===== src/hdl/dcache_pkg.sv =====
package dcache_pkg;

    //////////////////////////////////////////////////
    // Fixed widths
    //////////////////////////////////////////////////

    localparam int ADDR_W    = 32;
    localparam int WORD_W    = 32;
    // Four words per line
    localparam int LINE_W    = 128;
    localparam int OOO_TAG_W = 10;
    localparam int ROB_W     = 10;

    //////////////////////////////////////////////////
    // Encodings
    //////////////////////////////////////////////////

    // Pipeline operation
    typedef enum logic [1:0] {
        OP_NONE,
        OP_LD,
        OP_ST
    } mem_op_e;

    // Access size from the reservation stations
    typedef enum logic [1:0] {
        SZ_BYTE,
        SZ_HALF,
        SZ_WORD
    } acc_size_e;

endpackage


===== src/hdl/dc_req_if.sv =====
`timescale 1ns/1ps

interface dc_req_if;
    import dcache_pkg::*;

    logic                 valid;
    logic                 ready;
    mem_op_e              op;
    logic [ADDR_W-1:0]    addr;
    logic [WORD_W-1:0]    data;
    acc_size_e            size;
    logic                 sext;
    logic [OOO_TAG_W-1:0] ooo_tag;
    logic [ROB_W-1:0]     rob;

    modport src (output valid, op, addr, data, size, sext, ooo_tag, rob, input ready);
    modport dst (input valid, op, addr, data, size, sext, ooo_tag, rob, output ready);

    // Receiver always accepts
    modport pass_src (output valid, op, addr, data, size, sext, ooo_tag, rob);
    modport pass_dst (input valid, op, addr, data, size, sext, ooo_tag, rob);

endinterface


===== src/hdl/dc_align.sv =====
`timescale 1ns/1ps

module dc_align (
    input  logic                            clk_i,
    input  logic                            rst_n_i,
    input  logic                            flush_i,
    dc_req_if.dst                           q2a,
    dc_req_if.src                           a2x,
    output logic [dcache_pkg::WORD_W/8-1:0] byte_en_o
);
    import dcache_pkg::*;

    logic [WORD_W/8-1:0] lane_be;
    logic [WORD_W-1:0]   lane_data;
    logic                take;

    // Empty or draining this cycle
    assign q2a.ready = !a2x.valid || a2x.ready;
    assign take      = q2a.valid && q2a.ready;

    // Byte lanes from size and low address bits
    always_comb begin
        case (q2a.size)
            SZ_BYTE: begin
                lane_be   = 4'b0001 << q2a.addr[1:0];
                lane_data = {4{q2a.data[7:0]}};
            end
            SZ_HALF: begin
                lane_be   = 4'b0011 << {q2a.addr[1], 1'b0};
                lane_data = {2{q2a.data[15:0]}};
            end
            default: begin
                lane_be   = 4'b1111;
                lane_data = q2a.data;
            end
        endcase
    end

    always_ff @(posedge clk_i or negedge rst_n_i) begin
        if (!rst_n_i) begin
            a2x.valid <= 1'b0;
        end else if (flush_i) begin
            a2x.valid <= 1'b0;
        end else if (q2a.ready) begin
            a2x.valid <= q2a.valid;
        end
    end

    always_ff @(posedge clk_i) begin
        if (take) begin
            a2x.op      <= q2a.op;
            a2x.addr    <= q2a.addr;
            a2x.data    <= lane_data;
            a2x.size    <= q2a.size;
            a2x.sext    <= q2a.sext;
            a2x.ooo_tag <= q2a.ooo_tag;
            a2x.rob     <= q2a.rob;
            byte_en_o   <= lane_be;
        end
    end

endmodule


===== src/flat_wrapper.sv =====
// flat-port wrapper written by rule: the top's interface ports become plain ports
module dc_align_flat import dcache_pkg::*;
  (clk_i, rst_n_i, flush_i, byte_en_o, q2a_valid, q2a_op, q2a_addr, q2a_data, q2a_size, q2a_sext, q2a_ooo_tag, q2a_rob, q2a_ready, a2x_valid, a2x_op, a2x_addr, a2x_data, a2x_size, a2x_sext, a2x_ooo_tag, a2x_rob, a2x_ready);
  dc_req_if q2a_i ();
  dc_req_if a2x_i ();
  input  logic clk_i;
  input  logic rst_n_i;
  input  logic flush_i;
  output logic [dcache_pkg::WORD_W/8-1:0] byte_en_o;
  input wire logic [$bits(q2a_i.valid)-1:0] q2a_valid;
  input wire logic [$bits(q2a_i.op)-1:0] q2a_op;
  input wire logic [$bits(q2a_i.addr)-1:0] q2a_addr;
  input wire logic [$bits(q2a_i.data)-1:0] q2a_data;
  input wire logic [$bits(q2a_i.size)-1:0] q2a_size;
  input wire logic [$bits(q2a_i.sext)-1:0] q2a_sext;
  input wire logic [$bits(q2a_i.ooo_tag)-1:0] q2a_ooo_tag;
  input wire logic [$bits(q2a_i.rob)-1:0] q2a_rob;
  output wire logic [$bits(q2a_i.ready)-1:0] q2a_ready;
  output wire logic [$bits(a2x_i.valid)-1:0] a2x_valid;
  output wire logic [$bits(a2x_i.op)-1:0] a2x_op;
  output wire logic [$bits(a2x_i.addr)-1:0] a2x_addr;
  output wire logic [$bits(a2x_i.data)-1:0] a2x_data;
  output wire logic [$bits(a2x_i.size)-1:0] a2x_size;
  output wire logic [$bits(a2x_i.sext)-1:0] a2x_sext;
  output wire logic [$bits(a2x_i.ooo_tag)-1:0] a2x_ooo_tag;
  output wire logic [$bits(a2x_i.rob)-1:0] a2x_rob;
  input wire logic [$bits(a2x_i.ready)-1:0] a2x_ready;
  assign q2a_i.valid = q2a_valid;
  assign q2a_i.op = q2a_op;
  assign q2a_i.addr = q2a_addr;
  assign q2a_i.data = q2a_data;
  assign q2a_i.size = q2a_size;
  assign q2a_i.sext = q2a_sext;
  assign q2a_i.ooo_tag = q2a_ooo_tag;
  assign q2a_i.rob = q2a_rob;
  assign q2a_ready = q2a_i.ready;
  assign a2x_valid = a2x_i.valid;
  assign a2x_op = a2x_i.op;
  assign a2x_addr = a2x_i.addr;
  assign a2x_data = a2x_i.data;
  assign a2x_size = a2x_i.size;
  assign a2x_sext = a2x_i.sext;
  assign a2x_ooo_tag = a2x_i.ooo_tag;
  assign a2x_rob = a2x_i.rob;
  assign a2x_i.ready = a2x_ready;
  dc_align u_core (.clk_i(clk_i), .rst_n_i(rst_n_i), .flush_i(flush_i), .q2a(q2a_i), .a2x(a2x_i), .byte_en_o(byte_en_o));
endmodule

===== config.mk =====
export PLATFORM = sky130hd
export DESIGN_NAME = dc_align_flat
export DESIGN_NICKNAME = d
export VERILOG_FILES = /design/src/hdl/dcache_pkg.sv /design/src/hdl/dc_req_if.sv /design/src/hdl/dc_align.sv /design/src/flat_wrapper.sv
export SDC_FILE = /design/constraint.sdc
export NUM_CORES = 1
export LEC_CHECK = 0
export BUFFER_PORTS_ARGS = -buffer_cell sky130_fd_sc_hd__clkbuf_2
export CORE_ASPECT_RATIO = 1.75
export CORE_MARGIN = 10
export CORE_UTILIZATION = 45
export CTS_BUF_LIST = sky130_fd_sc_hd__clkbuf_4 sky130_fd_sc_hd__clkbuf_8
export CTS_CLUSTER_DIAMETER = 200
export DETAILED_ROUTE_END_ITERATION = 10
export GPL_TIMING_DRIVEN = 0
export PLACE_DENSITY = 0.93
export SLEW_MARGIN = 0
export SYNTH_ARGS = -nofsm -noshare
export SYNTH_HDL_FRONTEND = slang
export SYNTH_SLANG_ARGS = --single-unit

===== constraint.sdc =====
create_clock -name clk_i -period 4.4 [get_ports clk_i]
set_clock_uncertainty 0.15 [all_clocks]
set_input_delay 0.66 -clock clk_i [delete_from_list [all_inputs] [get_ports clk_i]]
set_output_delay 0.66 -clock clk_i [all_outputs]
set_load 0.03 [all_outputs]

# Word level (Yosys, flattened, before mapping)
# Cells that the tools add are included.
# word_totals
regBits	94
# classes
reduce_logical	5
shift	2
muxes	4
n_eq_ne	1
# op_table
op	n
$pmux 32 s2	1
$pmux 4 s2	1
$shl 1x2->4 const A	1
$shl 2x2->4 const A	1
$eq 2x1->1 const B	1
$logic_not 2->1	1
$mux 1	2
$reduce_bool 2->1	1
$logic_and 1x1->1	1
$logic_not 1->1	1
$logic_or 1x1->1	1

# Depth between registers and ports, before layout
# depth
ltp_word	4
mapped_depth	4
ltp_nobuf	2

# Least setup slack after synthesis
# No wires, ideal clock.
# synth_timing
path_kind	input -> register
start	input a2x_ready
end	register u_core.a2x.addr[0], enable pin
n_path_buf	0
setup_ns	0.462
setup_slack_ns	0.590
required_time_ns	3.788
arrival_ns	3.198
path_stages	2
path_cell_list	nand2b_1 > and2_1
# synth_via
elab_chain_len	2
# synth_lines
element	line	source
start: declaration	flat_wrapper.sv:27	input wire logic [$bits(a2x_i.ready)-1:0] a2x_ready;
$logic_or 1x1->1	dc_align.sv:18	assign q2a.ready = !a2x.valid || a2x.ready;
$logic_and 1x1->1	dc_align.sv:19	assign take = q2a.valid && q2a.ready;
named net u_core.take	dc_align.sv:15	logic take;
end: declaration	dc_req_if.sv:16	modport src (output valid, op, addr, data, size, sext, ooo_tag, rob, input ready);
# The timed path passes the listed nets, and every way through them passes these cells.
# A chain may end at the register's enable or synchronous reset.

# Final worst setup path
# layout_timing
start	input a2x_ready
end	output q2a_ready
# layout_via
elab_chain_len	1
# layout_lines
element	line	source
$logic_or 1x1->1	dc_align.sv:18	
end: declaration	flat_wrapper.sv:18	output wire logic [$bits(q2a_i.ready)-1:0] q2a_ready;
# No other way between the ends.

==> results.cfg <==
[final_layout]
postLayoutCoreUtil_pct = 63.45
nets = 445
drive_above_1_share_pct = 65.45
syn2layout_area_growth_pct = 37.95
fin_area_sq_mm = 0.004557
antenna_cells = 0

[routing]
num_vias = 2100
drt_first_pass_iters = 4
post_drt_via_cell_ratio = 4.751
postRouteAntennaNets = 0
post-route-drc-count = 0
drt-initial-drc-count = 80
wl_per_cell_um = 19.77
routed_wl_um = 8739

[critical_path]
worstPathRequired_ns = 3.59
critPathCaptureType = output port
path_class = input port to output port
endpoint = q2a_ready
rr_startpoint = u_core.a2x.valid$_DFFE_PN0P_
critPathLaunch = a2x_ready
critPathLaunchType = input port
crit_arrival_ns = 1.10
cp_max_fo = 3
r2r_end = u_core.a2x.ooo_tag[5]$_DFFE_PP_
r2r_slack_ns = 2.55
worst_r2r_path_depth = 3

[die]
fp.dieArea_sq_mm = 0.01130
top_level_ports = 189
initial_core_util_pct = 45.99
die_w_um = 84.77
core_sq_mm = 0.007182
die_h_um = 133.3
row_count = 41

[clocking]
clkLatencyLatePin_ns = 0.36
cts.sink_count = 94
cts_buffers = 9
cts_max_level = 3
cts-hold-fix-buffers = 1
clkTransAtPathRegs_ns = 0.08
clock_tree.root_cell = clkbuf_8
cts_tree = yes
cts.path.max_buffers = 2
ctsResizeCount = 0
postCtsSetupRepairBufs = 0

[placement]
dp_slack_ns = 2.163
gp_congestion = 0.7014
portBuffers = 188
place_area_sq_mm = 0.004382
place_hpwl_um = 7109

[yosys]
synth_seq_cells = 94
syn_area_sq_mm = 0.003303
seq_area_frac_synth_pct = 85.30
syn_inst = 150
synth_fp_nets = 244
synth_cell_types = 17
yosysWarnings = 0
synth_area_per_cell_sq_um = 22.02

[power]
seqPwrFrac_pct = 58.1
power_density_mw_per_mm2 = 402.9
power_leakage_nw = 2.008
total_power_w = 0.001836
p_switching_w = 0.0004815
worst_ir_drop_vdd_v = 0.0002063
swShare_pct = 26.22
pwr-share-comb_pct = 15.2
power.internal_w = 0.001355
p_clk_share_pct = 26.7

[outcome]
status = complete, no violations

[timing]
finalHoldViolCount = 0
setup_ws_ns = 2.488
final_max_slew_viol_count = 0
min_period_ns = 1.912
post-route-period-util_pct = 43.46
worst_pin_slew_ns = 0.5432
slew-limit-headroom_pct = 63.79
fmax_ghz = 0.5229
setup_viol = 0
tns_ns = 0
rsz0062_at_grt = no

[global_routing]
antenna_found_initial = 0
grt_pass1_vias = 2327
grt_overflow_total = 0
grt_pass1_wl_um = 13000
grt_max_degree = 57
grt.total_usage_pct = 15.19

[worst_hold_path]
whs_path_depth = 2
hp-class = input port to flop

[flow_run]
maxCapViolations = 0
## sequential cells by signal, summed over array words and instances, names as in the netlist
name                count
u_core.a2x.size         2
u_core.byte_en_o        4
u_core.a2x.rob         10
u_core.a2x.addr        32
u_core.a2x.ooo_tag     10
u_core.a2x.op           2
u_core.a2x.valid        1
u_core.a2x.sext         1
u_core.a2x.data        32
## synthesized netlist by cell type (all sizes together)
master | count | area share, %
nand2 | 8 | 0.91
mux2i | 8 | 2.4
mux2 | 16 | 5.5
nor2 | 2 | 0.45
buf | 4 | 1.5
a21oi | 1 | 0.15
dfrtp | 1 | 0.76
inv | 2 | 0.23
edfxtp | 93 | 85
o21ai | 8 | 2.1
nor2b | 1 | 0.19
o21bai | 4 | 0.91
nand2b | 1 | 0.19
and2 | 1 | 0.19
## how the worst min path moves through the flow
stage	from	end	slack, ns
floorplan	rst_n_i	u_core.a2x.valid$_DFFE_PN0P_	0.21
global placement	rst_n_i	u_core.a2x.valid$_DFFE_PN0P_	0.29
detailed placement	rst_n_i	u_core.a2x.valid$_DFFE_PN0P_	0.29
CTS	flush_i	u_core.a2x.valid$_DFFE_PN0P_	0.27
global route	flush_i	u_core.a2x.valid$_DFFE_PN0P_	0.29
finish	flush_i	u_core.a2x.valid$_DFFE_PN0P_	0.29
## cells in the final DEF, fill, tap and decap left out
cell type / Yosys / final
a21oi_1: 1 / 1
and2_4: 0 / 1
buf_16: 0 / 1
buf_6: 3 / 3
buf_8: 1 / 1
clkbuf_2: 0 / 188
clkbuf_4: 0 / 2
clkbuf_8: 0 / 9
clkinv_1: 0 / 1
clkinv_2: 0 / 3
clkinvlp_4: 0 / 1
dfrtp_1: 1 / 1
dlygate4sd3_1: 0 / 1
edfxtp_1: 93 / 93
inv_1: 2 / 2
mux2_1: 1 / 1
mux2_2: 15 / 15
mux2i_1: 8 / 8
nand2_1: 8 / 8
nand2b_1: 1 / 1
nor2_1: 1 / 1
nor2_4: 1 / 1
nor2b_1: 1 / 1
o21ai_2: 8 / 8
o21bai_1: 4 / 4
## kinds of logic (layout without fill, tap and decap cells)
family	count (synthesis)	after routing	share of synthesized area, %
AOI/OAI and AO/OA	13	13	3.182
buffers and inverters	6	212	1.704
DFF	94	94	85.30
muxes	24	24	7.879
and+or+nand+nor	13	13	1.932
## critical path, cell delays in order
cell and delay [ns]:
clkbuf_2 0.08, nand2b_1 0.17, clkbuf_2 0.20
## power by group through the flow
stage	clock (W)	combinational [W]	sequential (W)
after detailed placement	0	0.000284	0.00109
final	0.000491	0.000280	0.00107
after CTS	0.000508	0.000285	0.00107
after floorplan	0	0.0000542	0.00120
after global placement	0	0.000272	0.00109
after global routing	0.000538	0.000298	0.00107
## metal layers
layer | routed length, um | share of wire (%) | up-vias | track usage [%]
met3 | 789 | 9.0 | 19 | 6.166
li1 | - | - | 992 | -
met5 | 0 | 0 | - | 0
met2 | 4756 | 54 | 106 | 26.37
met4 | 266 | 3.0 | 0 | 8.364
met1 | 2926 | 33 | 983 | 14.74
## stage by stage
stage	hold WS [ns]	cells
finish	0.2875	442
floorplan	0.2144	150
detailed placement	0.2928	425
global route	0.2871	442
CTS	0.2724	442
global placement	0.2861	424
## layout make-up
type / instances / area (sq um)
Timing Repair Buffer: 190 / 978.4
Buffer: 4 / 48.80
Fill cell: 541 / 2625
Tap cell: 86 / 107.6
Clock buffer: 11 / 138.9
Inverter: 2 / 7.507
Sequential cell: 94 / 2818
Clock inverter: 5 / 26.28
Multi-Input combinational cell: 50 / 431.7
(Power assumes the default switching activity.)
