<file path="src/hdl/dcache_pkg.sv">
package dcache_pkg;

    //////////////////////////////////////////////////
    // Fixed widths
    //////////////////////////////////////////////////

    localparam int ADDR_W    = 32;
    localparam int WORD_W    = 32;
    // Four words per line
    localparam int LINE_W    = 128;
    localparam int OOO_TAG_W = 10;
    localparam int ROB_W     = 10;

    //////////////////////////////////////////////////
    // Encodings
    //////////////////////////////////////////////////

    // Pipeline operation
    typedef enum logic [1:0] {
        OP_NONE,
        OP_LD,
        OP_ST
    } mem_op_e;

    // Access size from the reservation stations
    typedef enum logic [1:0] {
        SZ_BYTE,
        SZ_HALF,
        SZ_WORD
    } acc_size_e;

endpackage

</file>
<file path="src/hdl/dc_req_if.sv">
`timescale 1ns/1ps

interface dc_req_if;
    import dcache_pkg::*;

    logic                 valid;
    logic                 ready;
    mem_op_e              op;
    logic [ADDR_W-1:0]    addr;
    logic [WORD_W-1:0]    data;
    acc_size_e            size;
    logic                 sext;
    logic [OOO_TAG_W-1:0] ooo_tag;
    logic [ROB_W-1:0]     rob;

    modport src (output valid, op, addr, data, size, sext, ooo_tag, rob, input ready);
    modport dst (input valid, op, addr, data, size, sext, ooo_tag, rob, output ready);

    // Receiver always accepts
    modport pass_src (output valid, op, addr, data, size, sext, ooo_tag, rob);
    modport pass_dst (input valid, op, addr, data, size, sext, ooo_tag, rob);

endinterface

</file>
<file path="src/hdl/dc_in_queue.sv">
`timescale 1ns/1ps

module dc_in_queue #(
    parameter int Q_DEPTH = 8
) (
    input  logic                           clk_i,
    input  logic                           rst_n_i,
    input  logic                           flush_i,
    input  logic                           alloc_i,
    input  dcache_pkg::mem_op_e            op_i,
    input  logic [dcache_pkg::ADDR_W-1:0]    addr_i,
    input  logic [dcache_pkg::WORD_W-1:0]    data_i,
    input  dcache_pkg::acc_size_e          size_i,
    input  logic                           sext_i,
    input  logic [dcache_pkg::OOO_TAG_W-1:0] ooo_tag_i,
    input  logic [dcache_pkg::ROB_W-1:0]     rob_i,
    output logic                           full_o,
    dc_req_if.src                          q2a
);
    import dcache_pkg::*;

    localparam int PTR_W = (Q_DEPTH > 1) ? $clog2(Q_DEPTH) : 1;
    localparam int CNT_W = $clog2(Q_DEPTH + 1);

    mem_op_e              op_q      [Q_DEPTH];
    logic [ADDR_W-1:0]    addr_q    [Q_DEPTH];
    logic [WORD_W-1:0]    data_q    [Q_DEPTH];
    acc_size_e            size_q    [Q_DEPTH];
    logic                 sext_q    [Q_DEPTH];
    logic [OOO_TAG_W-1:0] ooo_tag_q [Q_DEPTH];
    logic [ROB_W-1:0]     rob_q     [Q_DEPTH];

    logic [PTR_W-1:0] wr_ptr_q;
    logic [PTR_W-1:0] rd_ptr_q;
    logic [CNT_W-1:0] count_q;
    logic             push;
    logic             pop;

    function automatic logic [PTR_W-1:0] ptr_inc(input logic [PTR_W-1:0] p);
        return (p == PTR_W'(Q_DEPTH - 1)) ? '0 : p + 1'b1;
    endfunction

    assign full_o = (count_q == CNT_W'(Q_DEPTH));
    assign push   = alloc_i && !full_o;
    assign pop    = q2a.valid && q2a.ready;

    always_ff @(posedge clk_i or negedge rst_n_i) begin
        if (!rst_n_i) begin
            wr_ptr_q <= '0;
            rd_ptr_q <= '0;
            count_q  <= '0;
        end else if (flush_i) begin
            // Resteer drops everything queued, including this cycle's alloc
            wr_ptr_q <= '0;
            rd_ptr_q <= '0;
            count_q  <= '0;
        end else begin
            if (push)
                wr_ptr_q <= ptr_inc(wr_ptr_q);
            if (pop)
                rd_ptr_q <= ptr_inc(rd_ptr_q);
            if (push && !pop)
                count_q <= count_q + 1'b1;
            else if (!push && pop)
                count_q <= count_q - 1'b1;
        end
    end

    always_ff @(posedge clk_i) begin
        if (push) begin
            op_q[wr_ptr_q]      <= op_i;
            addr_q[wr_ptr_q]    <= addr_i;
            data_q[wr_ptr_q]    <= data_i;
            size_q[wr_ptr_q]    <= size_i;
            sext_q[wr_ptr_q]    <= sext_i;
            ooo_tag_q[wr_ptr_q] <= ooo_tag_i;
            rob_q[wr_ptr_q]     <= rob_i;
        end
    end

    // Head entry
    assign q2a.valid   = (count_q != '0);
    assign q2a.op      = op_q[rd_ptr_q];
    assign q2a.addr    = addr_q[rd_ptr_q];
    assign q2a.data    = data_q[rd_ptr_q];
    assign q2a.size    = size_q[rd_ptr_q];
    assign q2a.sext    = sext_q[rd_ptr_q];
    assign q2a.ooo_tag = ooo_tag_q[rd_ptr_q];
    assign q2a.rob     = rob_q[rd_ptr_q];

endmodule

</file>
<file path="src/flat_wrapper.sv">
// flat-port wrapper written by rule: the top's interface ports become plain ports
module dc_in_queue_flat import dcache_pkg::*;
#(
    parameter int Q_DEPTH = 8
)
  (clk_i, rst_n_i, flush_i, alloc_i, op_i, addr_i, data_i, size_i, sext_i, ooo_tag_i, rob_i, full_o, q2a_valid, q2a_op, q2a_addr, q2a_data, q2a_size, q2a_sext, q2a_ooo_tag, q2a_rob, q2a_ready);
  dc_req_if q2a_i ();
  input  logic clk_i;
  input  logic rst_n_i;
  input  logic flush_i;
  input  logic alloc_i;
  input  dcache_pkg::mem_op_e op_i;
  input  logic [dcache_pkg::ADDR_W-1:0] addr_i;
  input  logic [dcache_pkg::WORD_W-1:0] data_i;
  input  dcache_pkg::acc_size_e size_i;
  input  logic sext_i;
  input  logic [dcache_pkg::OOO_TAG_W-1:0] ooo_tag_i;
  input  logic [dcache_pkg::ROB_W-1:0] rob_i;
  output logic full_o;
  output wire logic [$bits(q2a_i.valid)-1:0] q2a_valid;
  output wire logic [$bits(q2a_i.op)-1:0] q2a_op;
  output wire logic [$bits(q2a_i.addr)-1:0] q2a_addr;
  output wire logic [$bits(q2a_i.data)-1:0] q2a_data;
  output wire logic [$bits(q2a_i.size)-1:0] q2a_size;
  output wire logic [$bits(q2a_i.sext)-1:0] q2a_sext;
  output wire logic [$bits(q2a_i.ooo_tag)-1:0] q2a_ooo_tag;
  output wire logic [$bits(q2a_i.rob)-1:0] q2a_rob;
  input wire logic [$bits(q2a_i.ready)-1:0] q2a_ready;
  assign q2a_valid = q2a_i.valid;
  assign q2a_op = q2a_i.op;
  assign q2a_addr = q2a_i.addr;
  assign q2a_data = q2a_i.data;
  assign q2a_size = q2a_i.size;
  assign q2a_sext = q2a_i.sext;
  assign q2a_ooo_tag = q2a_i.ooo_tag;
  assign q2a_rob = q2a_i.rob;
  assign q2a_i.ready = q2a_ready;
  dc_in_queue #(.Q_DEPTH(Q_DEPTH)) u_core (.clk_i(clk_i), .rst_n_i(rst_n_i), .flush_i(flush_i), .alloc_i(alloc_i), .op_i(op_i), .addr_i(addr_i), .data_i(data_i), .size_i(size_i), .sext_i(sext_i), .ooo_tag_i(ooo_tag_i), .rob_i(rob_i), .full_o(full_o), .q2a(q2a_i));
endmodule
</file>
<file path="config.mk">
export PLATFORM = sky130hd
export DESIGN_NAME = dc_in_queue_flat
export DESIGN_NICKNAME = d
export VERILOG_FILES = /design/src/hdl/dcache_pkg.sv /design/src/hdl/dc_req_if.sv /design/src/hdl/dc_in_queue.sv /design/src/flat_wrapper.sv
export SDC_FILE = /design/constraint.sdc
export NUM_CORES = 1
export LEC_CHECK = 0
export BUFFER_PORTS_ARGS = -buffer_cell sky130_fd_sc_hd__buf_4
export CAP_MARGIN = 0
export CORE_MARGIN = 2
export CORE_UTILIZATION = 65
export DETAILED_ROUTE_END_ITERATION = 7
export GPL_ROUTABILITY_DRIVEN = 0
export MAX_ROUTING_LAYER = met4
export PLACE_DENSITY = 0.85
export SLEW_MARGIN = 20
export SYNTH_ARGS = -nofsm -noshare
export SYNTH_HDL_FRONTEND = slang
export SYNTH_SLANG_ARGS = --single-unit
</file>
<file path="constraint.sdc">
create_clock -name clk_i -period 28.3 [get_ports clk_i]
set_input_delay 5.66 -clock clk_i [delete_from_list [all_inputs] [get_ports clk_i]]
set_output_delay 5.66 -clock clk_i [all_outputs]
set_load 0.02 [all_outputs]
</file>
# Yosys cells after proc, flatten, opt, wreduce, memory -nomap -nowiden
# Memories as Yosys holds them, arrays and structs flattened.
# Index checks and enable logic that the tools add are counted.
# op_classes
mux	11
add_sub_neg	4
n_reduce_logical	11
n_eq_ne	3
# ops
operator	count
$mux 3	6
$mux 4	3
$add 3x1->3 const B	2
$eq 3x3->1 const B	2
$add 4x1->4 const B	1
$eq 4x4->1 const B	1
$logic_and 1x1->1	4
$reduce_bool 2->1	2
$reduce_bool 4->1	1
$sub 4x1->4 const B	1
$logic_not 1->1	3
$reduce_bool 3->1	1
$mux 1	2
# word_totals
memories	7
ff_bits	10
ram_bits	712
in_bits	94
# memory_table
name	words	word_bits	read_ports	rd_ports_with_merged_regs	wr	line	source
u_core.addr_q	8	32	1	0	1	dc_in_queue.sv:26	logic [ADDR_W-1:0] addr_q [Q_DEPTH];
u_core.data_q	8	32	1	0	1	dc_in_queue.sv:27	logic [WORD_W-1:0] data_q [Q_DEPTH];
u_core.ooo_tag_q	8	10	1	0	1	dc_in_queue.sv:30	logic [OOO_TAG_W-1:0] ooo_tag_q [Q_DEPTH];
u_core.rob_q	8	10	1	0	1	dc_in_queue.sv:31	logic [ROB_W-1:0] rob_q [Q_DEPTH];
u_core.op_q	8	2	1	0	1	dc_in_queue.sv:25	mem_op_e op_q [Q_DEPTH];
u_core.size_q	8	2	1	0	1	dc_in_queue.sv:28	acc_size_e size_q [Q_DEPTH];
1 more memories	-	-	-	-	-	-	

# Longest topological paths before layout
# logic_depth
depth_word	8
ltp_mapped	9

# Worst setup path before layout
# No wires, ideal clock.
# synth_path
path_kind	input to register
start	input alloc_i
end	memory u_core.addr_q[0][0] (enable)
stages	3
arrival_time_ns	14.397
setup_slack_ns	13.148
required_time_ns	27.545
path_buffers	1
setup_time_ns	0.755
cell_sequence	buf_2 nand2_1 nor4_1
# synth_between
elab_chain_cells	3
# synth_lines
element	line	source
start, declared	flat_wrapper.sv:11	input logic alloc_i;
$logic_and 1x1->1	dc_in_queue.sv:44	assign push = alloc_i && !full_o;
$mux 1	dc_in_queue.sv:70	if (push) begin
$mux 1 (implied by the code)	dc_in_queue.sv:72	addr_q[wr_ptr_q] <= addr_i;
end, declared	dc_in_queue.sv:26	
# No other way between the ends.

# Worst setup path after layout
# layout_path
start	register u_core.rd_ptr_q[0]
end	output q2a_data[0]
# layout_between
elab_chain_cells	1
# layout_lines
element	line	source
start, declared	dc_in_queue.sv:34	logic [PTR_W-1:0] rd_ptr_q;
start signal, assigned	dc_in_queue.sv:61	rd_ptr_q <= ptr_inc(rd_ptr_q);
$mem_v2 8x32	-	
end, declared	flat_wrapper.sv:23	output wire logic [$bits(q2a_i.data)-1:0] q2a_data;
# No other way between the ends.

==> impl_metrics.ini <==
[finish]
final_core_util = 0.7570
layoutNonFillerInstCount = 1929
drive_gt1_frac = 0.4235
fin_area_um2 = 31610
area_delta_synth_final_pct = 15.62
multi_input_area_um2 = 5507
nFillCells = 2054
num-nets-final = 1437
seq_area_um2 = 21640

[floorplan]
fp.dieH_um = 209.1
io_pins = 185
die_w_um = 209.1
initial_core_util = 0.6547
core-area_um2 = 41760
fp.dieArea_um2 = 43720
rows = 75

[power]
leakage_uw = 0.01014
power_uw = 2677
peakVddDrop_mv = 0.08857
power.density_nw_per_um2 = 84.68

[synthesis]
synth_top_area_share = 0.7820
ys_seq_area_frac = 0.7911
yosysUniqueCellTypes = 31
yosys_warnings = 0
synthArstFlopShare = 0.01385
synth.area.top_cells = edfxtp_1 78%, mux4_2 15%, mux2_2 3.7%
netlist.top_cell.by_area = edfxtp_1
syn_nets = 1210
syn_avg_cell_area_um2 = 24.65
synthCells = 1109
synth-seq-cells = 722
yosysMostFrequentCell = edfxtp_1
synth_edf_count = 712
synthFlopType = edfxtp_1
synth_top_cells_by_count = 712 x edfxtp_1, 178 x mux4_2, 89 x mux2_2
syn_area_um2 = 27340

[clock_tree]
clockBufferDepth = 3
cts_hold_buf = 0
cts_setup_buffers = 0
tritoncts = built
cts.sinks = 722
cts_buffers = 71
cts_max_level = 3
clk_latency_ps = 580
path_clk_slew_ps = 60
root_buffer = clkbuf_16
cts.repair.resized = 0

[global_route]
grt_max_degree = 79
grt_pass1_vias = 13166
grt_pass1_wl_um = 80560
grt_overflow_total = 0
grt_use_total = 0.2630
grt_antenna_before_repair = 3

[placed_design]
hpwl_um = 28720
port_buffers = 184
dp.cells = 1802
placed_area_um2 = 29400

[timing]
max_freq_mhz = 102.1
tightest_slew_ps = 1113
setup_viol = 0
maxSlewHeadroom = 0.2579
period_needed_ps = 9797
drv_slew = 0
finClkSkew_ps = 18.34
fin_crit_sh = 0.3462
rsz0062_at_grt = no
tns_ps = 0
final_hold_viol_count = 0

[detailed_routing]
vias = 12269
ant_nets = 0
viasPerCell = 6.360
drt-initial-drc-count = 1088
drt-total-wl_um = 54080
drc = 0
wl_per_cell_um = 28.03
first_pass_iters = 7

[critical_path]
worstPathMaxFanout = 53
startpoint = u_core.rd_ptr_q[0]
critical_path.slowest_cell = dfrtp_4
path_cells = buf_6 -> buf_4 -> mux4_2 -> mux2_2 -> buf_4
r2r-start = u_core.count_q[3]
cp.required_ps = 22640
max_stage_delay_ps = 880
cp.arrival_ps = 4140
crit_top_cell = buf_4
critPathCaptureType = primary output
critPathKind = reg2out
crit_family = buffers and inverters
cp-start-kind = flip-flop
timing.critical_path.buf_inv = 3

[worst_hold_path]
worstHoldPathType = reg2reg
min_from = u_core.wr_ptr_q[1]

[job]
maxCapViolations = 0

[run_status]
status = finished, final reports clean
layout by cell type, fill, tap and decap left out, types with 2 or more instances in the layout:
cell type   synthesis  layout
bufinv_16           0       5
diode_2             0       4
a211oi_1            3       3
nand2b_1            4       4
dfrtp_1            10       7
nor3_1              6       2
a21oi_1             7       7
nor2_1              9       6
clkinvlp_4          0       4
edfxtp_1          712     712
xnor2_1             2       2
inv_1               4       4
clkinv_1            0      15
dfrtp_4             0       3
clkbuf_1           24      11
nor3_2              0       4
mux2i_1             4       4
mux2_2             89      89
inv_6               0       4
mux4_2            178     178
ha_1                6       6
buf_4               0     207
nor2_4              0       3
clkinv_2            0      10
clkbuf_16           0      73
nand2_1             6       6
nand3_1             3       3
layout make-up:
cell class | instances | share of cell area
clock buffer | 84 | 0.05909
sequential | 722 | 0.6846
antenna | 4 | 0.0003166
inverter | 4 | 0.0004750
timing repair buffer | 208 | 0.04952
tap | 539 | 0.02133
clock inverter | 39 | 0.01045
multi-input combinational | 329 | 0.1742
worst reg2reg max path, stage by stage, from the launching register on:
cell and delay, ps:
dfrtp_1 470, or4b_1 360, nand3_1 360, nor2_4 850
buf_4 570, buf_4 680
final timing paths:
kind,endpoint,slack (ps),depth (start not counted)
max in group asynchronous,u_core.rd_ptr_q[2],23220,1
worst max register to register,u_core.addr_q[7][23],24600,5
worst max-delay path,q2a_data[0],18500,5
min in group asynchronous,u_core.count_q[2],4900,1
worst min-delay path,u_core.wr_ptr_q[1],670,2
worst min register to register,u_core.wr_ptr_q[1],670,2
metrics by stage:
| step | hold slack, ps | setup WS (ps) |
|---|---|---|
| 5_1_grt | 695.0 | 18160 |
| 3_5_place_dp | 649.4 | 18690 |
| 2_1_floorplan | 573.9 | 13150 |
| 6_report | 669.3 | 18500 |
| 4_1_cts | 663.3 | 18070 |
| 3_3_place_gp | 622.0 | 18760 |
state kept, by name (all words and copies together), names as in the netlist:
| name | cells |
|---|---|
| u_core.addr_q | 256 |
| u_core.data_q | 256 |
| u_core.ooo_tag_q | 80 |
| u_core.rob_q | 80 |
| u_core.op_q | 16 |
| u_core.size_q | 16 |
| u_core.sext_q | 8 |
| u_core.count_q | 4 |
| u_core.rd_ptr_q | 3 |
| u_core.wr_ptr_q | 3 |
power by group:
| group | leakage (uW) | internal, uW | switching [uW] |
|---|---|---|---|
| Clock | 0.00107 | 517 | 376 |
| Sequential | 0.00659 | 1230 | 32.7 |
| Combinational | 0.00248 | 260 | 262 |
| Total | 0.0101 | 2010 | 671 |
cell families (layout without fill, tap and decap cells):
| family | Yosys count | in the layout | share of synthesized area |
|---|---|---|---|
| AOI/OAI and AO/OA | 16 | 16 | 0.004668 |
| xor gates and xnor gates | 2 | 2 | 0.0006408 |
| adders and majority gates | 7 | 7 | 0.003478 |
| buffers and inverters | 58 | 335 | 0.009244 |
| DFF | 722 | 722 | 0.7911 |
| muxes | 271 | 271 | 0.1847 |
| other | 0 | 4 | 0 |
| and+or+nand+nor | 33 | 33 | 0.006086 |
metal layers:
layer / global-route usage / up-vias / share of wire
li1: - / 5200 / -
met1: 0.3340 / 6491 / 0.38
met2: 0.4314 / 474 / 0.52
met3: 0.05290 / 104 / 0.069
met4: 0.09433 / 0 / 0.028
met5: - / - / 0
No activity file was read; power rests on OpenSTA's default activity.
