===== src/hdl/dcache_pkg.sv =====
package dcache_pkg;

    //////////////////////////////////////////////////
    // Fixed widths
    //////////////////////////////////////////////////

    localparam int ADDR_W    = 32;
    localparam int WORD_W    = 32;
    // Four words per line
    localparam int LINE_W    = 128;
    localparam int OOO_TAG_W = 10;
    localparam int ROB_W     = 10;

    //////////////////////////////////////////////////
    // Encodings
    //////////////////////////////////////////////////

    // Pipeline operation
    typedef enum logic [1:0] {
        OP_NONE,
        OP_LD,
        OP_ST
    } mem_op_e;

    // Access size from the reservation stations
    typedef enum logic [1:0] {
        SZ_BYTE,
        SZ_HALF,
        SZ_WORD
    } acc_size_e;

endpackage


===== src/hdl/dc_req_if.sv =====
`timescale 1ns/1ps

interface dc_req_if;
    import dcache_pkg::*;

    logic                 valid;
    logic                 ready;
    mem_op_e              op;
    logic [ADDR_W-1:0]    addr;
    logic [WORD_W-1:0]    data;
    acc_size_e            size;
    logic                 sext;
    logic [OOO_TAG_W-1:0] ooo_tag;
    logic [ROB_W-1:0]     rob;

    modport src (output valid, op, addr, data, size, sext, ooo_tag, rob, input ready);
    modport dst (input valid, op, addr, data, size, sext, ooo_tag, rob, output ready);

    // Receiver always accepts
    modport pass_src (output valid, op, addr, data, size, sext, ooo_tag, rob);
    modport pass_dst (input valid, op, addr, data, size, sext, ooo_tag, rob);

endinterface


===== src/hdl/dc_respond.sv =====
`timescale 1ns/1ps

module dc_respond (
    input  logic                             clk_i,
    input  logic                             rst_n_i,
    dc_req_if.pass_dst                       a2r,
    output logic                             valid_o,
    output logic [dcache_pkg::ADDR_W-1:0]    addr_o,
    output logic [dcache_pkg::WORD_W-1:0]    data_o,
    output logic                             is_st_o,
    output logic [dcache_pkg::OOO_TAG_W-1:0] tag_o,
    output logic [dcache_pkg::ROB_W-1:0]     rob_o
);
    import dcache_pkg::*;

    logic [7:0]        byte_sel;
    logic [15:0]       half_sel;
    logic [WORD_W-1:0] ext_word;

    // Lane select by byte address
    assign byte_sel = a2r.data[a2r.addr[1:0]*8 +: 8];
    assign half_sel = a2r.data[a2r.addr[1]*16 +: 16];

    always_comb begin
        case (a2r.size)
            SZ_BYTE: ext_word = {{(WORD_W-8){a2r.sext & byte_sel[7]}}, byte_sel};
            SZ_HALF: ext_word = {{(WORD_W-16){a2r.sext & half_sel[15]}}, half_sel};
            default: ext_word = a2r.data;
        endcase
        // Stores return no data
        if (a2r.op == OP_ST)
            ext_word = '0;
    end

    always_ff @(posedge clk_i or negedge rst_n_i) begin
        if (!rst_n_i)
            valid_o <= 1'b0;
        else
            valid_o <= a2r.valid;
    end

    always_ff @(posedge clk_i) begin
        if (a2r.valid) begin
            addr_o  <= a2r.addr;
            data_o  <= ext_word;
            is_st_o <= (a2r.op == OP_ST);
            tag_o   <= a2r.ooo_tag;
            rob_o   <= a2r.rob;
        end
    end

endmodule


===== src/flat_wrapper.sv =====
// flat-port wrapper written by rule: the top's interface ports become plain ports
module dc_respond_flat import dcache_pkg::*;
  (clk_i, rst_n_i, valid_o, addr_o, data_o, is_st_o, tag_o, rob_o, a2r_valid, a2r_op, a2r_addr, a2r_data, a2r_size, a2r_sext, a2r_ooo_tag, a2r_rob);
  dc_req_if a2r_i ();
  input  logic clk_i;
  input  logic rst_n_i;
  output logic valid_o;
  output logic [dcache_pkg::ADDR_W-1:0] addr_o;
  output logic [dcache_pkg::WORD_W-1:0] data_o;
  output logic is_st_o;
  output logic [dcache_pkg::OOO_TAG_W-1:0] tag_o;
  output logic [dcache_pkg::ROB_W-1:0] rob_o;
  input wire logic [$bits(a2r_i.valid)-1:0] a2r_valid;
  input wire logic [$bits(a2r_i.op)-1:0] a2r_op;
  input wire logic [$bits(a2r_i.addr)-1:0] a2r_addr;
  input wire logic [$bits(a2r_i.data)-1:0] a2r_data;
  input wire logic [$bits(a2r_i.size)-1:0] a2r_size;
  input wire logic [$bits(a2r_i.sext)-1:0] a2r_sext;
  input wire logic [$bits(a2r_i.ooo_tag)-1:0] a2r_ooo_tag;
  input wire logic [$bits(a2r_i.rob)-1:0] a2r_rob;
  assign a2r_i.valid = a2r_valid;
  assign a2r_i.op = a2r_op;
  assign a2r_i.addr = a2r_addr;
  assign a2r_i.data = a2r_data;
  assign a2r_i.size = a2r_size;
  assign a2r_i.sext = a2r_sext;
  assign a2r_i.ooo_tag = a2r_ooo_tag;
  assign a2r_i.rob = a2r_rob;
  dc_respond u_core (.clk_i(clk_i), .rst_n_i(rst_n_i), .a2r(a2r_i), .valid_o(valid_o), .addr_o(addr_o), .data_o(data_o), .is_st_o(is_st_o), .tag_o(tag_o), .rob_o(rob_o));
endmodule

===== config.mk =====
export PLATFORM = sky130hd
export DESIGN_NAME = dc_respond_flat
export DESIGN_NICKNAME = d
export VERILOG_FILES = /design/src/hdl/dcache_pkg.sv /design/src/hdl/dc_req_if.sv /design/src/hdl/dc_respond.sv /design/src/flat_wrapper.sv
export SDC_FILE = /design/constraint.sdc
export NUM_CORES = 1
export LEC_CHECK = 0
export BUFFER_PORTS_ARGS = -buffer_cell sky130_fd_sc_hd__buf_2
export CORE_MARGIN = 2
export CORE_UTILIZATION = 42
export CTS_BUF_LIST = sky130_fd_sc_hd__clkbuf_8
export DETAILED_ROUTE_END_ITERATION = 12
export PLACE_DENSITY_LB_ADDON = 0.25
export SKIP_CTS_REPAIR_TIMING = 1
export SYNTH_ARGS = -nofsm -noshare
export SYNTH_HDL_FRONTEND = slang
export SYNTH_SLANG_ARGS = --single-unit

===== constraint.sdc =====
create_clock -name clk_i -period 0.8 [get_ports clk_i]
set_input_delay 0.04 -clock clk_i [delete_from_list [all_inputs] [get_ports clk_i]]
set_output_delay 0.04 -clock clk_i [all_outputs]
set_load 0.005 [all_outputs]

After elaboration in Yosys (flattened, before gate mapping):

Cells that the tools add are included.

* reduce and logical (&&, ||, !) cells: 1
* bitwise logic cells: 2
* eq/ne operators: 2
* multiplexer cells: 1
* shift operators: 2

Operators with widths (count)
* $pmux 32 s2: 1
* $shiftx 32x6->16: 1
* $shiftx 32x6->8: 1
* $and 1x1->1: 2
* $eq 2x1->1 const B: 1
* $eq 2x2->1 const B: 1
* $logic_not 2->1: 1

* logic and storage cells: 14
* register bits: 86

Depth between registers and ports, before layout:

Gate-level depths: netlist (run 1).

* word-level depth: 3
* gate-level depth with buffers: 6

Worst setup path after synthesis (run 1):

OpenSTA, ideal clock, no wires.

* path type: input -> register
* from: input port a2r_addr[1]
* to: register u_core.data_o[10] (netlist name) (data pin)
* library setup time: 0.282 ns
* path buffers: 1
* path slack: -0.520 ns
* arrival time: 1.038 ns
* stages: 5
* required time: 0.518 ns
* cells stage by stage: buf_6 -> mux2_4 -> and3_4 -> o41ai_4 -> a221oi_1

* word-level cells in the longest chain between the ends: 3
* elaborated cells on any way between the ends: 4
* those cells by class: 2 x shift; 1 x mux; 1 x bitwise

RTL lines
* start, declared: line flat_wrapper.sv:15 `input wire logic [$bits(a2r_i.addr)-1:0] a2r_addr;`
* $shiftx 32x6->8: line dc_respond.sv:21 `assign byte_sel = a2r.data[a2r.addr[1:0]*8 +: 8];`
* $and 1x1->1: line dc_respond.sv:26 `SZ_BYTE: ext_word = {{(WORD_W-8){a2r.sext & byte_sel[7]}}, byte_sel};`
* $pmux 32 s2 *: line dc_respond.sv:25 `case (a2r.size)`
* end signal, assigned: line dc_respond.sv:45 `data_o <= ext_word;`
* end, declared: line dc_respond.sv:9 `output logic [dcache_pkg::WORD_W-1:0] data_o,`

Every way passes the cells marked *; elsewhere a longest branch is shown, timed or not.
A chain may end at the register's enable or synchronous reset.

Worst setup path after layout (run 1):

* from: input port a2r_addr[1]
* to: register u_core.data_o[13] (netlist name) (data pin)

Same word-level chain as after synthesis.

==> results of run 1 <==
## sequential cells by signal (all words and copies together) (netlist names)
register	cells
u_core.tag_o	10
u_core.addr_o	32
u_core.rob_o	10
u_core.valid_o	1
u_core.is_st_o	1
u_core.data_o	32
## cells in the final DEF, fill, tap and decap left out, drive strengths merged, types with 2 or more instances in the layout
cell	n
mux2i	9
nand2b	2
nor2b	10
clkbuf	11
edfxtp	85
nor2	9
a221oi	8
buf	215
clkinv	3
o221a	7
a21oi	25
o22ai	7
nand2	24
dlygate4sd3	53
inv	10
clkinvlp	2
## logic make-up (layout without fill, tap and decap cells)
group,count (synthesis),after routing,synth area share (%)
flip-flops,86,86,75.82
AO/OA/AOI/OAI,52,52,11.15
AND/OR/NAND/NOR,48,48,6.919
buffers and inverters,23,294,3.018
multiplexers,10,10,3.092
## per-layer routing
metal  routed length [um]  share of wire (%)
met1                 3663                 37
met2                 5101                 52
met3                  930                9.5
met4                  119                1.2
met5                    0                  0
## power by group through the flow
stage	combinational (mW)	clock (mW)	sequential, mW
global route	1.88	3.15	5.53
floorplan	0.413	0	5.65
global placement	1.40	0	5.57
CTS	1.44	2.94	5.49
detailed placement	1.44	0	5.59
finish	1.73	2.89	5.49
## per-stage QoR
stage / hold WS [ns] / util [%] / instances / power (mW)
CTS: -0.5778 / 63.27 / 536 / 9.866
global placement: -0.1855 / 60.79 / 520 / 6.978
detailed placement: -0.1846 / 60.79 / 520 / 7.030
finish: 0.07150 / 71.68 / 592 / 10.12
floorplan: -0.2556 / - / 219 / 6.062
global route: 0.04630 / 71.68 / 592 / 10.56
## area by class of cell
type,count,area (um^2),share of cell area (%)
repair buffers,268,1795,32.25
well taps,102,127.6,2.292
multi-input cells,110,835.8,15.01
clock buffers,11,151.4,2.719
inverters,10,38.79,0.6966
clock inverters,5,41.29,0.7416
flip-flops and latches,86,2577,46.29
## how the worst max path moves through the flow
stage / start / to / slack, ns / cells past startpoint
floorplan: a2r_addr[1] / u_core.data_o[10] / -0.52 / 5
global placement: a2r_addr[1] / u_core.data_o[14] / -0.59 / 6
detailed placement: a2r_addr[1] / u_core.data_o[13] / -0.63 / 6
CTS: a2r_addr[1] / u_core.data_o[13] / -0.26 / 6
global route: a2r_addr[1] / u_core.data_o[14] / -0.24 / 6
finish: a2r_addr[1] / u_core.data_o[13] / -0.22 / 6
## critical path, delay by kind of cell
| family | cells | cell delay, ns |
|---|---|---|
| mux | 1 | 0.31 |
| buf+inv | 2 | 0.29 |
| compound gates | 2 | 0.27 |
| simple gates | 1 | 0.20 |
==> impl.org, run 1 <==
** Synthesis
- Unique cell type count in the Yosys netlist :: 26
- Yosys instantiated no cell more often than edfxtp_1.
- Main area contributors after synthesis :: edfxtp_1 (75%), a21oi_1 (3.7%), mux2i_1 (2.6%)
- Number of warnings issued by yosys :: 0
- In the synthesized netlist the async set-or-reset flop fraction comes to 1.163%.
- Summing the sequential cell areas from Yosys gives 75.82% of the chip area.
- In the synthesized netlist, the number of instances is 219.
- Mean area per synthesized cell :: 15.52 um^2
- When the netlist entered floorplanning its net count stood at 311.
- The commonest cells after synthesis are edfxtp_1 (85), a21oi_1 (25), nand2_1 (24).
- Area of the mapped netlist :: 3400 um^2
- Of all cell types, the one taking the most synthesized area is edfxtp_1.
- Synth Flop Type :: edfxtp_1
- Synth Register Bits :: 86
- Number of enable flip-flop cells after synthesis :: 85
- The top cell type by area accounts for 75.08% of the synthesized area.

** Detailed routing
- In this run, the number of DRC markers left after iteration 0 of detailed routing was 162.
- In the routed design, unresolved DRC markers number 0.
- The first detailed-routing pass ran for 4 iterations.
- Dividing the detail-routed wire length by the instance count gives 16.58 um.
- Across all layers, the routed design uses 2924 vias.
- Detail-routed via count per cell :: 4.939
- In this run the remaining antenna-violating nets after routing total 0.
- Wire length after detailed routing :: 9814 um

** Global routing
- The first global-routing pass estimated 12630 um of wire.
- Grt met3 use :: 7.624%
- Entering global routing, the biggest net connects 32 pins.
- The global routing stage identified its most utilized layer as met2.
- Met2 global-route usage :: 31.19%
- Overall track demand over capacity in global routing :: 19.32%
- For met1 alone, demand over resource in global routing was 23.87%.
- Gr ovfl total :: 0
- Initial antenna violation count :: 0
- Via count of the first global-routing pass :: 2560

** Placement
- Instance area after placement :: 4722 um^2
- At the end of routability-driven placement, the weighted congestion stood at 0.9114.
- Prior to clock tree synthesis, the placed netlist has a worst setup slack of -0.6298 ns.
- After legalization and detailed placement, the total HPWL measured 6532 um.
- Input and output buffers added on the ports amount to 177.

** Power and ir drop
- In this run, the combinational gates consume 17.1% of the power.
- Sequential fraction of design power :: 54.3%
- VDD sags by at most 0.001002 V.
- The clock network burns 28.6% of the power.
- Net switching component of the power :: 2.461 mW
- Sw frac :: 24.33%
- For this design the ratio of total power to cell area is 1817 nW/um^2.
- Cell-internal power :: 7.656 mW
- In this run the static leakage power is 2.403 nW.

** Clock tree
- Clock-pin slew on the worst setup and hold paths :: 0.09 ns
- CTS saw 86 sinks.
- TritonCTS clock tree :: yes
- The clock passes through at most 2 buffers.
- The cell sitting at the root of the clock tree is a clkbuf_8.
- TritonCTS created 9 clock buffers.
- H-Tree Level Count :: 3

** Timing
- Fin worst setup slack :: -0.2216 ns
- The final count of hold timing violations was 0.
- Timing would allow up to 0.9788 GHz.
- The final critical path takes up 127.7% of the cycle.
- Worst slew margin :: 78.53%
- Max-slew violation count :: 0
- At the pin with the least slew margin, the transition time is 0.3221 ns.
- Setup repair after global routing could not meet its margin everywhere.
- Setup violations remaining at the end of the flow were counted as 118.
- Summed negative setup slack over all endpoints :: -12.02 ns
- Minimum clock period :: 1.022 ns

** Min path
- The worst hold path passes through 2 cells.
- The min-delay analysis places its worst path in the category input pin to flop.
- Endpoint of the worst hold-timing path :: u_core.valid_o
- The startpoint identified for the worst hold timing path is a2r_valid.

** Critical path
- Among all stages on the critical path, the largest delay is contributed by mux2_4.
- Worst EP arrival :: 1.11 ns
- Crit path cell chain :: buf_8, mux2_4, and3_4, o41ai_4, buf_6, a221oi_1
- The largest single stage delay on the critical path is 0.31 ns.
- By startpoint and endpoint, the worst setup path is classified as input pin to flop.
- STA puts the critical path data required time at 0.89 ns.
- Endpoint kind of the worst setup timing path :: flop
- Along the worst path, the maximum fanout reaches 7.
- The worst setup path is launched from an input pin.

** Floorplanning
- Once the floorplan was initialized, standard cells occupied 43.77% of the core.
- Row generation in the floorplan step produced 32 rows.
- Std-Cell Core Area :: 7767 um^2
- Die outline area :: 8829 um^2
- Top-level port count :: 178
- The die is 93.97 um wide.
- Measured along the y axis, the die boundary spans 93.97 um.

** Finish
- The post-route netlist has 55.51% of its cells at a drive strength greater than 1.
- Number of filler cells placed in the layout :: 537
- Layout overhead on the synthesized area :: 63.78%
- After routing the design area is 5568 um^2.
- Final-stage net count :: 577
- N_diodes :: 0

** Run status
- The checks that failed: negative setup slack.
- The flow ran to the end, but the final reports show violations.

** Run
- Max-capacitance violation count :: 0
Power figures use the tool's default switching activity.
==> run 2, diff against run 1 <==
Settings changed: CORE_MARGIN 2 to unset, SKIP_LAST_GASP set to 1, TNS_END_PERCENT set to 10.
==> run 2 against run 1 <==
Effect of this change: sequential power about the same; routed wire length is 0.63% lower; clock power increased by 28%; power is 7.5% higher; global-route usage grew 1.2 points; critical path depth did not move; setup slack better by 0.024 ns; fmax rose by 2.4%; the flow finishes with violations (negative hold slack, negative setup slack); non-clock buffer count down 3; die area is 4.2% lower.
==> impl.org, run 2 (same netlist as run 1, synthesis figures left out) <==
** Critical path
- Worst EP arrival :: 1.08 ns (was 1.11 ns)
- The startpoint type of the worst setup path was an input pin (unchanged).
- Crit path cell chain: buf_8, mux2_4, and3_4, o41ai_4, buf_6, a221oi_2 (was buf_8, mux2_4, and3_4, o41ai_4, buf_6, a221oi_1).
- The worst setup path category is input pin to flop (unchanged).
- Endpoint kind of the worst setup timing path :: flop (unchanged)
- Peak per-stage delay on the critical path :: 0.30 ns (was 0.31 ns)
- The critical path's top delay family was buffers and inverters (was multiplexers).
- The required time at the worst-slack endpoint was 0.89 ns (about the same).
- Largest fanout of any net on the critical path :: 7 (unchanged)
- Sum of buffers and inverters on the critical path :: 2 (unchanged)
- The cell with the largest stage delay on the worst path is mux2_4 (unchanged).

** Detailed routing
- The length of the first detailed-routing pass in iterations is 7 (was 4).
- The final antenna-violating net count was 0 (unchanged).
- Average wire per cell in the routed design :: 16.56 um (was 16.58 um)
- The DRC violation total after the first TritonRoute iteration was 81 (was 162).
- Wire length after detailed routing :: 9752 um (was 9814 um)
- Vias after detailed routing :: 2899 (was 2924)
- The DRC violation count after routing came to 0 (unchanged).
- The average via count per standard cell came to 4.922 (was 4.939).

** Min path
- Hold-critical path depth :: 1 (was 2)
- Hold path startpoint :: a2r_addr[1] (was a2r_valid)
- Endpoint of the worst hold-timing path :: u_core.addr_o[1] (was u_core.valid_o)
- The kind of path behind the tightest hold check is input pin to flop (unchanged).

** Finish
- Layout overhead on the synthesized area :: 62.13% (was 63.78%)
- Final core utilization :: 70.96% (was 71.68%)
- The antenna diode count came to 0 (unchanged).
- The net total in the final layout is 574 (was 577).
- Share of layout cells above drive strength 1 :: 51.54% (was 55.51%)
- Number of filler cells placed in the layout :: 561 (was 537)
- Most common cell after layout, fill and taps aside :: buf_2 (unchanged)
- Highest-count cells in the layout ignoring fill and taps: buf_2 (175), edfxtp_1 (85), dlygate4sd3_1 (53), buf_4 (30), nand2_1 (24) (was buf_2 (175), edfxtp_1 (85), dlygate4sd3_1 (53), buf_4 (29), nand2_1 (23)).
- Largest registers: u_core.addr_o (32), u_core.data_o (32) (unchanged).
- Area used by sequential logic in the layout :: 2577 um^2 (unchanged)
- Area used by multi-input combinational logic :: 774.5 um^2 (was 835.8 um^2)

** Global routing
- The global routing usage summed across all routing layers came to 20.49% (was 19.32%).
- Via count of the first global-routing pass :: 2583 (was 2560)
- The aggregate global routing overflow is 0 (unchanged).
- Maximum number of pins on one net before global-route repair :: 38 (was 32)
- Global-route wire length before repair :: 13120 um (was 12630 um)
- The initial antenna violation count was 0 (unchanged).

** Clock tree
- The maximum clock path buffer count was 2 (unchanged).
- The buffer cell driving the clock tree root was clkbuf_8 (unchanged).
- The number of buffers created by CTS is 9 (unchanged).
- The clock tree from TritonCTS is yes (unchanged).
- The clock-pin slew on the worst setup and hold paths is 0.09 ns (about the same).
- H-Tree Level Count :: 3 (unchanged)
- Sinks on Clock Net :: 86 (unchanged)

** Run
- The number of max-cap violations came to 0 (unchanged).

** Run status
- Violations in the final reports :: negative hold slack, negative setup slack (was negative setup slack)
- Result of the run: finished, violations left (unchanged).

** Power and ir drop
- The leakage dissipation was 2.407 nW (was 2.403 nW).
- Power per unit of standard cell area :: 1973 nW/um^2 (was 1817 nW/um^2)
- The total power consumption of the routed design came to 10.87 mW (was 10.12 mW).
- The worst voltage drop across the vdd grid is 0.0009696 V (was 0.001002 V).

** Timing
- The worst relative slew slack came to 77.71% (was 78.53%).
- The share of the clock period used by the worst path after layout is 124.8% (was 127.7%).
- The minimum clock period came to 0.9981 ns (was 1.022 ns).
- The pin slew with the least headroom to its limit was 0.3316 ns (was 0.3221 ns).
- The worst hold slack was -0.1173 ns (was 0.07150 ns).
- Setup repair after global routing missed its margin :: yes (unchanged)
- # setup viols final :: 117 (was 118)
- Peak Freq :: 1.002 GHz (was 0.9788 GHz)
- Max-slew violation count :: 0 (unchanged)
- Final hold vios :: 1 (was 0)
- Fin worst setup slack :: -0.1981 ns (was -0.2216 ns)

** Floorplanning
- The width of the die came to 91.97 um (was 93.97 um).
- The I/O pin count is 178 (unchanged).
- The number of rows created at floorplan is 32 (unchanged).
- Vertical die dimension :: 91.97 um (was 93.97 um)
- Std-Cell Core Area :: 7767 um^2 (unchanged)
- Initial cell density of the core :: 43.77% (unchanged)
- The floorplan die area is 8458 um^2 (was 8829 um^2).

** Placement
- Routability cong. :: 0.8432 (was 0.9114)
- Detailed Place HPWL :: 6501 um (was 6532 um)
- The pre-CTS setup slack was -0.6392 ns (was -0.6298 ns).
- The port buffer count is 177 (unchanged).
==> run 2: cell count changes in the layout (fill, tap and decap cells not counted), moves of 2 or more <==
cell,delta
a221oi_1,-4
buf_6,-3
clkinv_4,-2
bufinv_16,+3
a221oi_2,+4
clkbuf_8,-2
a21oi_1,+18
a21oi_2,-18
==> run 2: area by class of cell <==
cell class	count	share of cell area, %
Inverter	10	0.6810
Multi-Input combinational cell	110	14.05
Clock inverter	7	2.202
Timing Repair Buffer	265	31.74
Tap cell	102	2.316
Clock buffer	9	2.247
Sequential cell	86	46.76
==> run 2: report_power, final <==
part           switching [mW]  internal, mW
combinational           0.762         0.914
clock                    1.61          2.10
sequential             0.0956          5.39
==> run 2: how the worst max path moves through the flow <==
stage                     start           endpoint  cells past startpoint
floorplan           a2r_addr[1]  u_core.data_o[10]                      5
CTS                 a2r_addr[1]  u_core.data_o[14]                      6
global placement    a2r_addr[1]  u_core.data_o[14]                      6
finish              a2r_addr[1]  u_core.data_o[14]                      6
global route        a2r_addr[1]  u_core.data_o[30]                      7
detailed placement  a2r_addr[1]  u_core.data_o[14]                      6
==> run 2: routing by layer <==
layer,vias to the layer above,GRT usage (%),wire [um]
li1,1366,-,-
met4,0,6.250,133
met1,1363,26.26,3974
met5,-,0,0
met3,16,7.131,832
met2,154,32.84,4812
==> run 2: through the flow <==
| stage | instance area, um^2 | instances | hold slack (ns) | setup TNS (ns) |
|---|---|---|---|---|
| floorplan | 3403 | 219 | -0.2556 | -12.72 |
| global placement | 4648 | 518 | -0.1857 | -16.18 |
| detailed placement | 4648 | 518 | -0.1837 | -16.78 |
| CTS | 4893 | 534 | -0.5724 | -13.57 |
| global route | 5512 | 589 | -0.1477 | -17.44 |
| finish | 5512 | 589 | -0.1173 | -12.66 |
==> run 3, diff against run 2 <==
Settings changed: CORE_ASPECT_RATIO set to 1.4.
==> run 3 against run 2 <==
Effect of this change: the run ends with negative setup slack left; first-iteration DRC count up 53%; setup slack better by 0.0013 ns; core utilization up 0.71 points; routed wire length up 1.1%; non-clock buffer count up 14; sequential power about the same; count of clock-buffer cells in the layout unchanged; flip-flop and latch count unchanged; global-route usage down 0.27 points; sequential share of layout area down 0.64 points; critical endpoint is now u_core.data_o[12]; highest routed layer unchanged.
==> impl.org, run 3 (same netlist as run 1, synthesis figures left out) <==
** Timing
- The total of endpoints with negative setup slack in the final report was 118 (was 117).
- Final hold vios :: 0 (was 1)
- Worst slew margin :: 76.83% (was 77.71%)
- The aggregate negative setup slack was -11.51 ns (was -12.66 ns).
- Minimum clock period :: 0.9968 ns (was 0.9981 ns)
- The top achievable clock speed was 1.003 GHz (was 1.002 GHz).
- The pin slew with the least headroom to its limit was 0.3475 ns (was 0.3316 ns).
- The number of pins with negative max-slew slack in the final report was 0 (unchanged).
- Setup repair after global routing missed its margin :: yes (unchanged)
- The share of the clock period used by the worst path after layout was 124.6% (was 124.8%).
- Fin worst setup slack :: -0.1968 ns (was -0.1981 ns)

** Global routing
- Gr ovfl total :: 0 (unchanged)
- Via count of the first global-routing pass :: 2467 (was 2583)
- The global routing usage summed across all routing layers came to 20.22% (was 20.49%).
- The largest net degree at the start of global routing is 41 (was 38).
- The initial antenna violation count came to 0 (unchanged).
- The first-pass GRT wire length was 12270 um (was 13120 um).

** Critical path
- The required time at the worst-slack endpoint came to 0.89 ns (about the same).
- The arrival time at the worst endpoint came to 1.09 ns (was 1.08 ns).
- Worst path top cell family by delay :: multiplexers (was buffers and inverters)
- The delay of the slowest critical-path stage came to 0.31 ns (was 0.30 ns).
- Crit path cell chain :: buf_8, mux2_4, and3_4, o41ai_4, buf_4, a221oi_1 (was buf_8, mux2_4, and3_4, o41ai_4, buf_6, a221oi_2)
- Crit Path Class :: input pin to flop (unchanged)
- The count of buffer and inverter cells on the critical path was 2 (unchanged).
- The cell with the largest stage delay on the worst path was mux2_4 (unchanged).
- Element type at the critical path start :: input pin (unchanged)
- The largest fanout on the critical path was 7 (unchanged).
- The kind of end point of the critical path is a flop (unchanged).

** Clock tree
- CTS root buf :: clkbuf_8 (unchanged)
- The depth of the CTS H-tree was 3 (unchanged).
- The number of buffers created by CTS came to 9 (unchanged).
- Clock-pin slew on the worst setup and hold paths :: 0.08 ns (was 0.09 ns)
- Largest buffer count on any clock path :: 2 (unchanged)
- TritonCTS clock tree :: yes (unchanged)
- The number of clock sinks seen by CTS was 86 (unchanged).

** Finish
- Final-stage net count :: 588 (was 574)
- The number of filler cells placed in the layout was 566 (was 561).
- Largest registers: u_core.addr_o (32), u_core.data_o (32) (unchanged).
- Highest-count cells in the layout ignoring fill and taps: buf_2 (175), edfxtp_1 (85), dlygate4sd3_1 (52), buf_4 (38), a21oi_1 (25) (was buf_2 (175), edfxtp_1 (85), dlygate4sd3_1 (53), buf_4 (30), nand2_1 (24)).
- Layout overhead on the synthesized area :: 64.37% (was 62.13%)
- The most frequent standard cell in the layout excluding fill and tap cells is buf_2 (unchanged).
- Share of layout cells above drive strength 1 :: 52.00% (was 51.54%)
- N_diodes :: 0 (unchanged)

** Run
- Max-capacitance violation count :: 0 (unchanged)

** Min path
- Classification of the worst-slack hold path :: input pin to asynchronous set/reset pin (was input pin to flop)

** Detailed routing
- Starting DRT DRC Count :: 124 (was 81)
- Detailed Routing Iterations Pass 1 :: 4 (was 7)
- The final wirelength is 9856 um (was 9752 um).
- Vias after detailed routing :: 2924 (was 2899)
- Remaining routing DRC violations :: 0 (unchanged)
- The final antenna-violating net count is 0 (unchanged).
- Detail-routed via count per cell :: 4.873 (was 4.922)
- Average wire per cell in the routed design :: 16.43 um (was 16.56 um)

** Floorplanning
- Die Wd :: 78.04 um (was 91.97 um)
- Vertical die dimension :: 108.5 um (was 91.97 um)
- The number of rows created at floorplan came to 38 (was 32).
- The floorplan die area was 8463 um^2 (was 8458 um^2).
- The effective utilization at floorplan came to 43.60% (was 43.77%).
- The I/O pin count came to 178 (unchanged).
- Std-Cell Core Area :: 7797 um^2 (was 7767 um^2)

** Power and ir drop
- Total power draw :: 10.05 mW (was 10.87 mW)
- Worst voltage drop across the vdd grid :: 0.0009791 V (was 0.0009696 V)
- Leakage power figure :: 2.447 nW (was 2.407 nW)
- The total power divided by cell area is 1798 nW/um^2 (was 1973 nW/um^2).

** Placement
- Routability cong. :: 0.8464 (was 0.8432)
- The post-DP HPWL is 6446 um (was 6501 um).
- The port buffer count was 177 (unchanged).

** Run status
- Result of the run: finished, violations left (unchanged).
- Violations in the final reports: negative setup slack (was negative hold slack, negative setup slack).
## run 3: changes by cell type in the layout (fill, tap and decap cells not counted), sizes merged
cell         delta
clkinv          +3
inv             -2
dlygate4sd3     -1
bufinv          -2
buf            +15
## run 3: how the worst max path moves through the flow
| stage | slack [ns] | from | to | cells after the start |
|---|---|---|---|---|
| after CTS | -0.25 | a2r_addr[1] | u_core.data_o[7] | 6 |
| after floorplan | -0.52 | a2r_addr[1] | u_core.data_o[10] | 5 |
| after global routing | -0.23 | a2r_addr[1] | u_core.data_o[14] | 6 |
| after detailed placement | -0.62 | a2r_addr[1] | u_core.data_o[2] | 6 |
| after global placement | -0.60 | a2r_addr[1] | u_core.data_o[7] | 6 |
| final | -0.20 | a2r_addr[1] | u_core.data_o[12] | 6 |
## run 3: power by group
part	leakage (nW)	internal, mW	switching (mW)
combinational	1.51	0.985	0.789
sequential	0.840	5.39	0.0988
clock	0.0937	1.39	1.39
total	2.45	7.77	2.28
## run 3: layout make-up
| class | instances | area, um^2 | share of cell area, % |
|---|---|---|---|
| clock buffer | 9 | 123.9 | 2.217 |
| clock inverter | 6 | 55.05 | 0.9852 |
| inverter | 10 | 37.54 | 0.6717 |
| multi-input combinational | 110 | 774.5 | 13.86 |
| sequential | 86 | 2577 | 46.13 |
| tap | 100 | 125.1 | 2.239 |
| timing repair buffer | 279 | 1894 | 33.90 |
## run 3: metrics by stage
step | instance area (um^2) | instances | hold WS [ns] | setup slack [ns] | util (%)
after floorplan | 3403 | 219 | -0.2556 | -0.5169 | -
after global placement | 4703 | 522 | -0.1843 | -0.5991 | 60.32
after detailed placement | 4703 | 522 | -0.1825 | -0.6214 | 60.32
after CTS | 4882 | 537 | -0.5579 | -0.2451 | 62.61
after global routing | 5588 | 600 | 0.01352 | -0.2286 | 71.66
final | 5588 | 600 | 0.02844 | -0.1968 | 71.66
## run 3: per-layer routing
| metal | GRT usage (%) | part of all wire, % | wire length [um] |
|---|---|---|---|
| met2 | 33.82 | 52 | 5091 |
| met5 | 0 | 0 | 0 |
| met4 | 11.77 | 3.4 | 340 |
| met3 | 6.751 | 7.9 | 781 |
| met1 | 22.52 | 37 | 3641 |
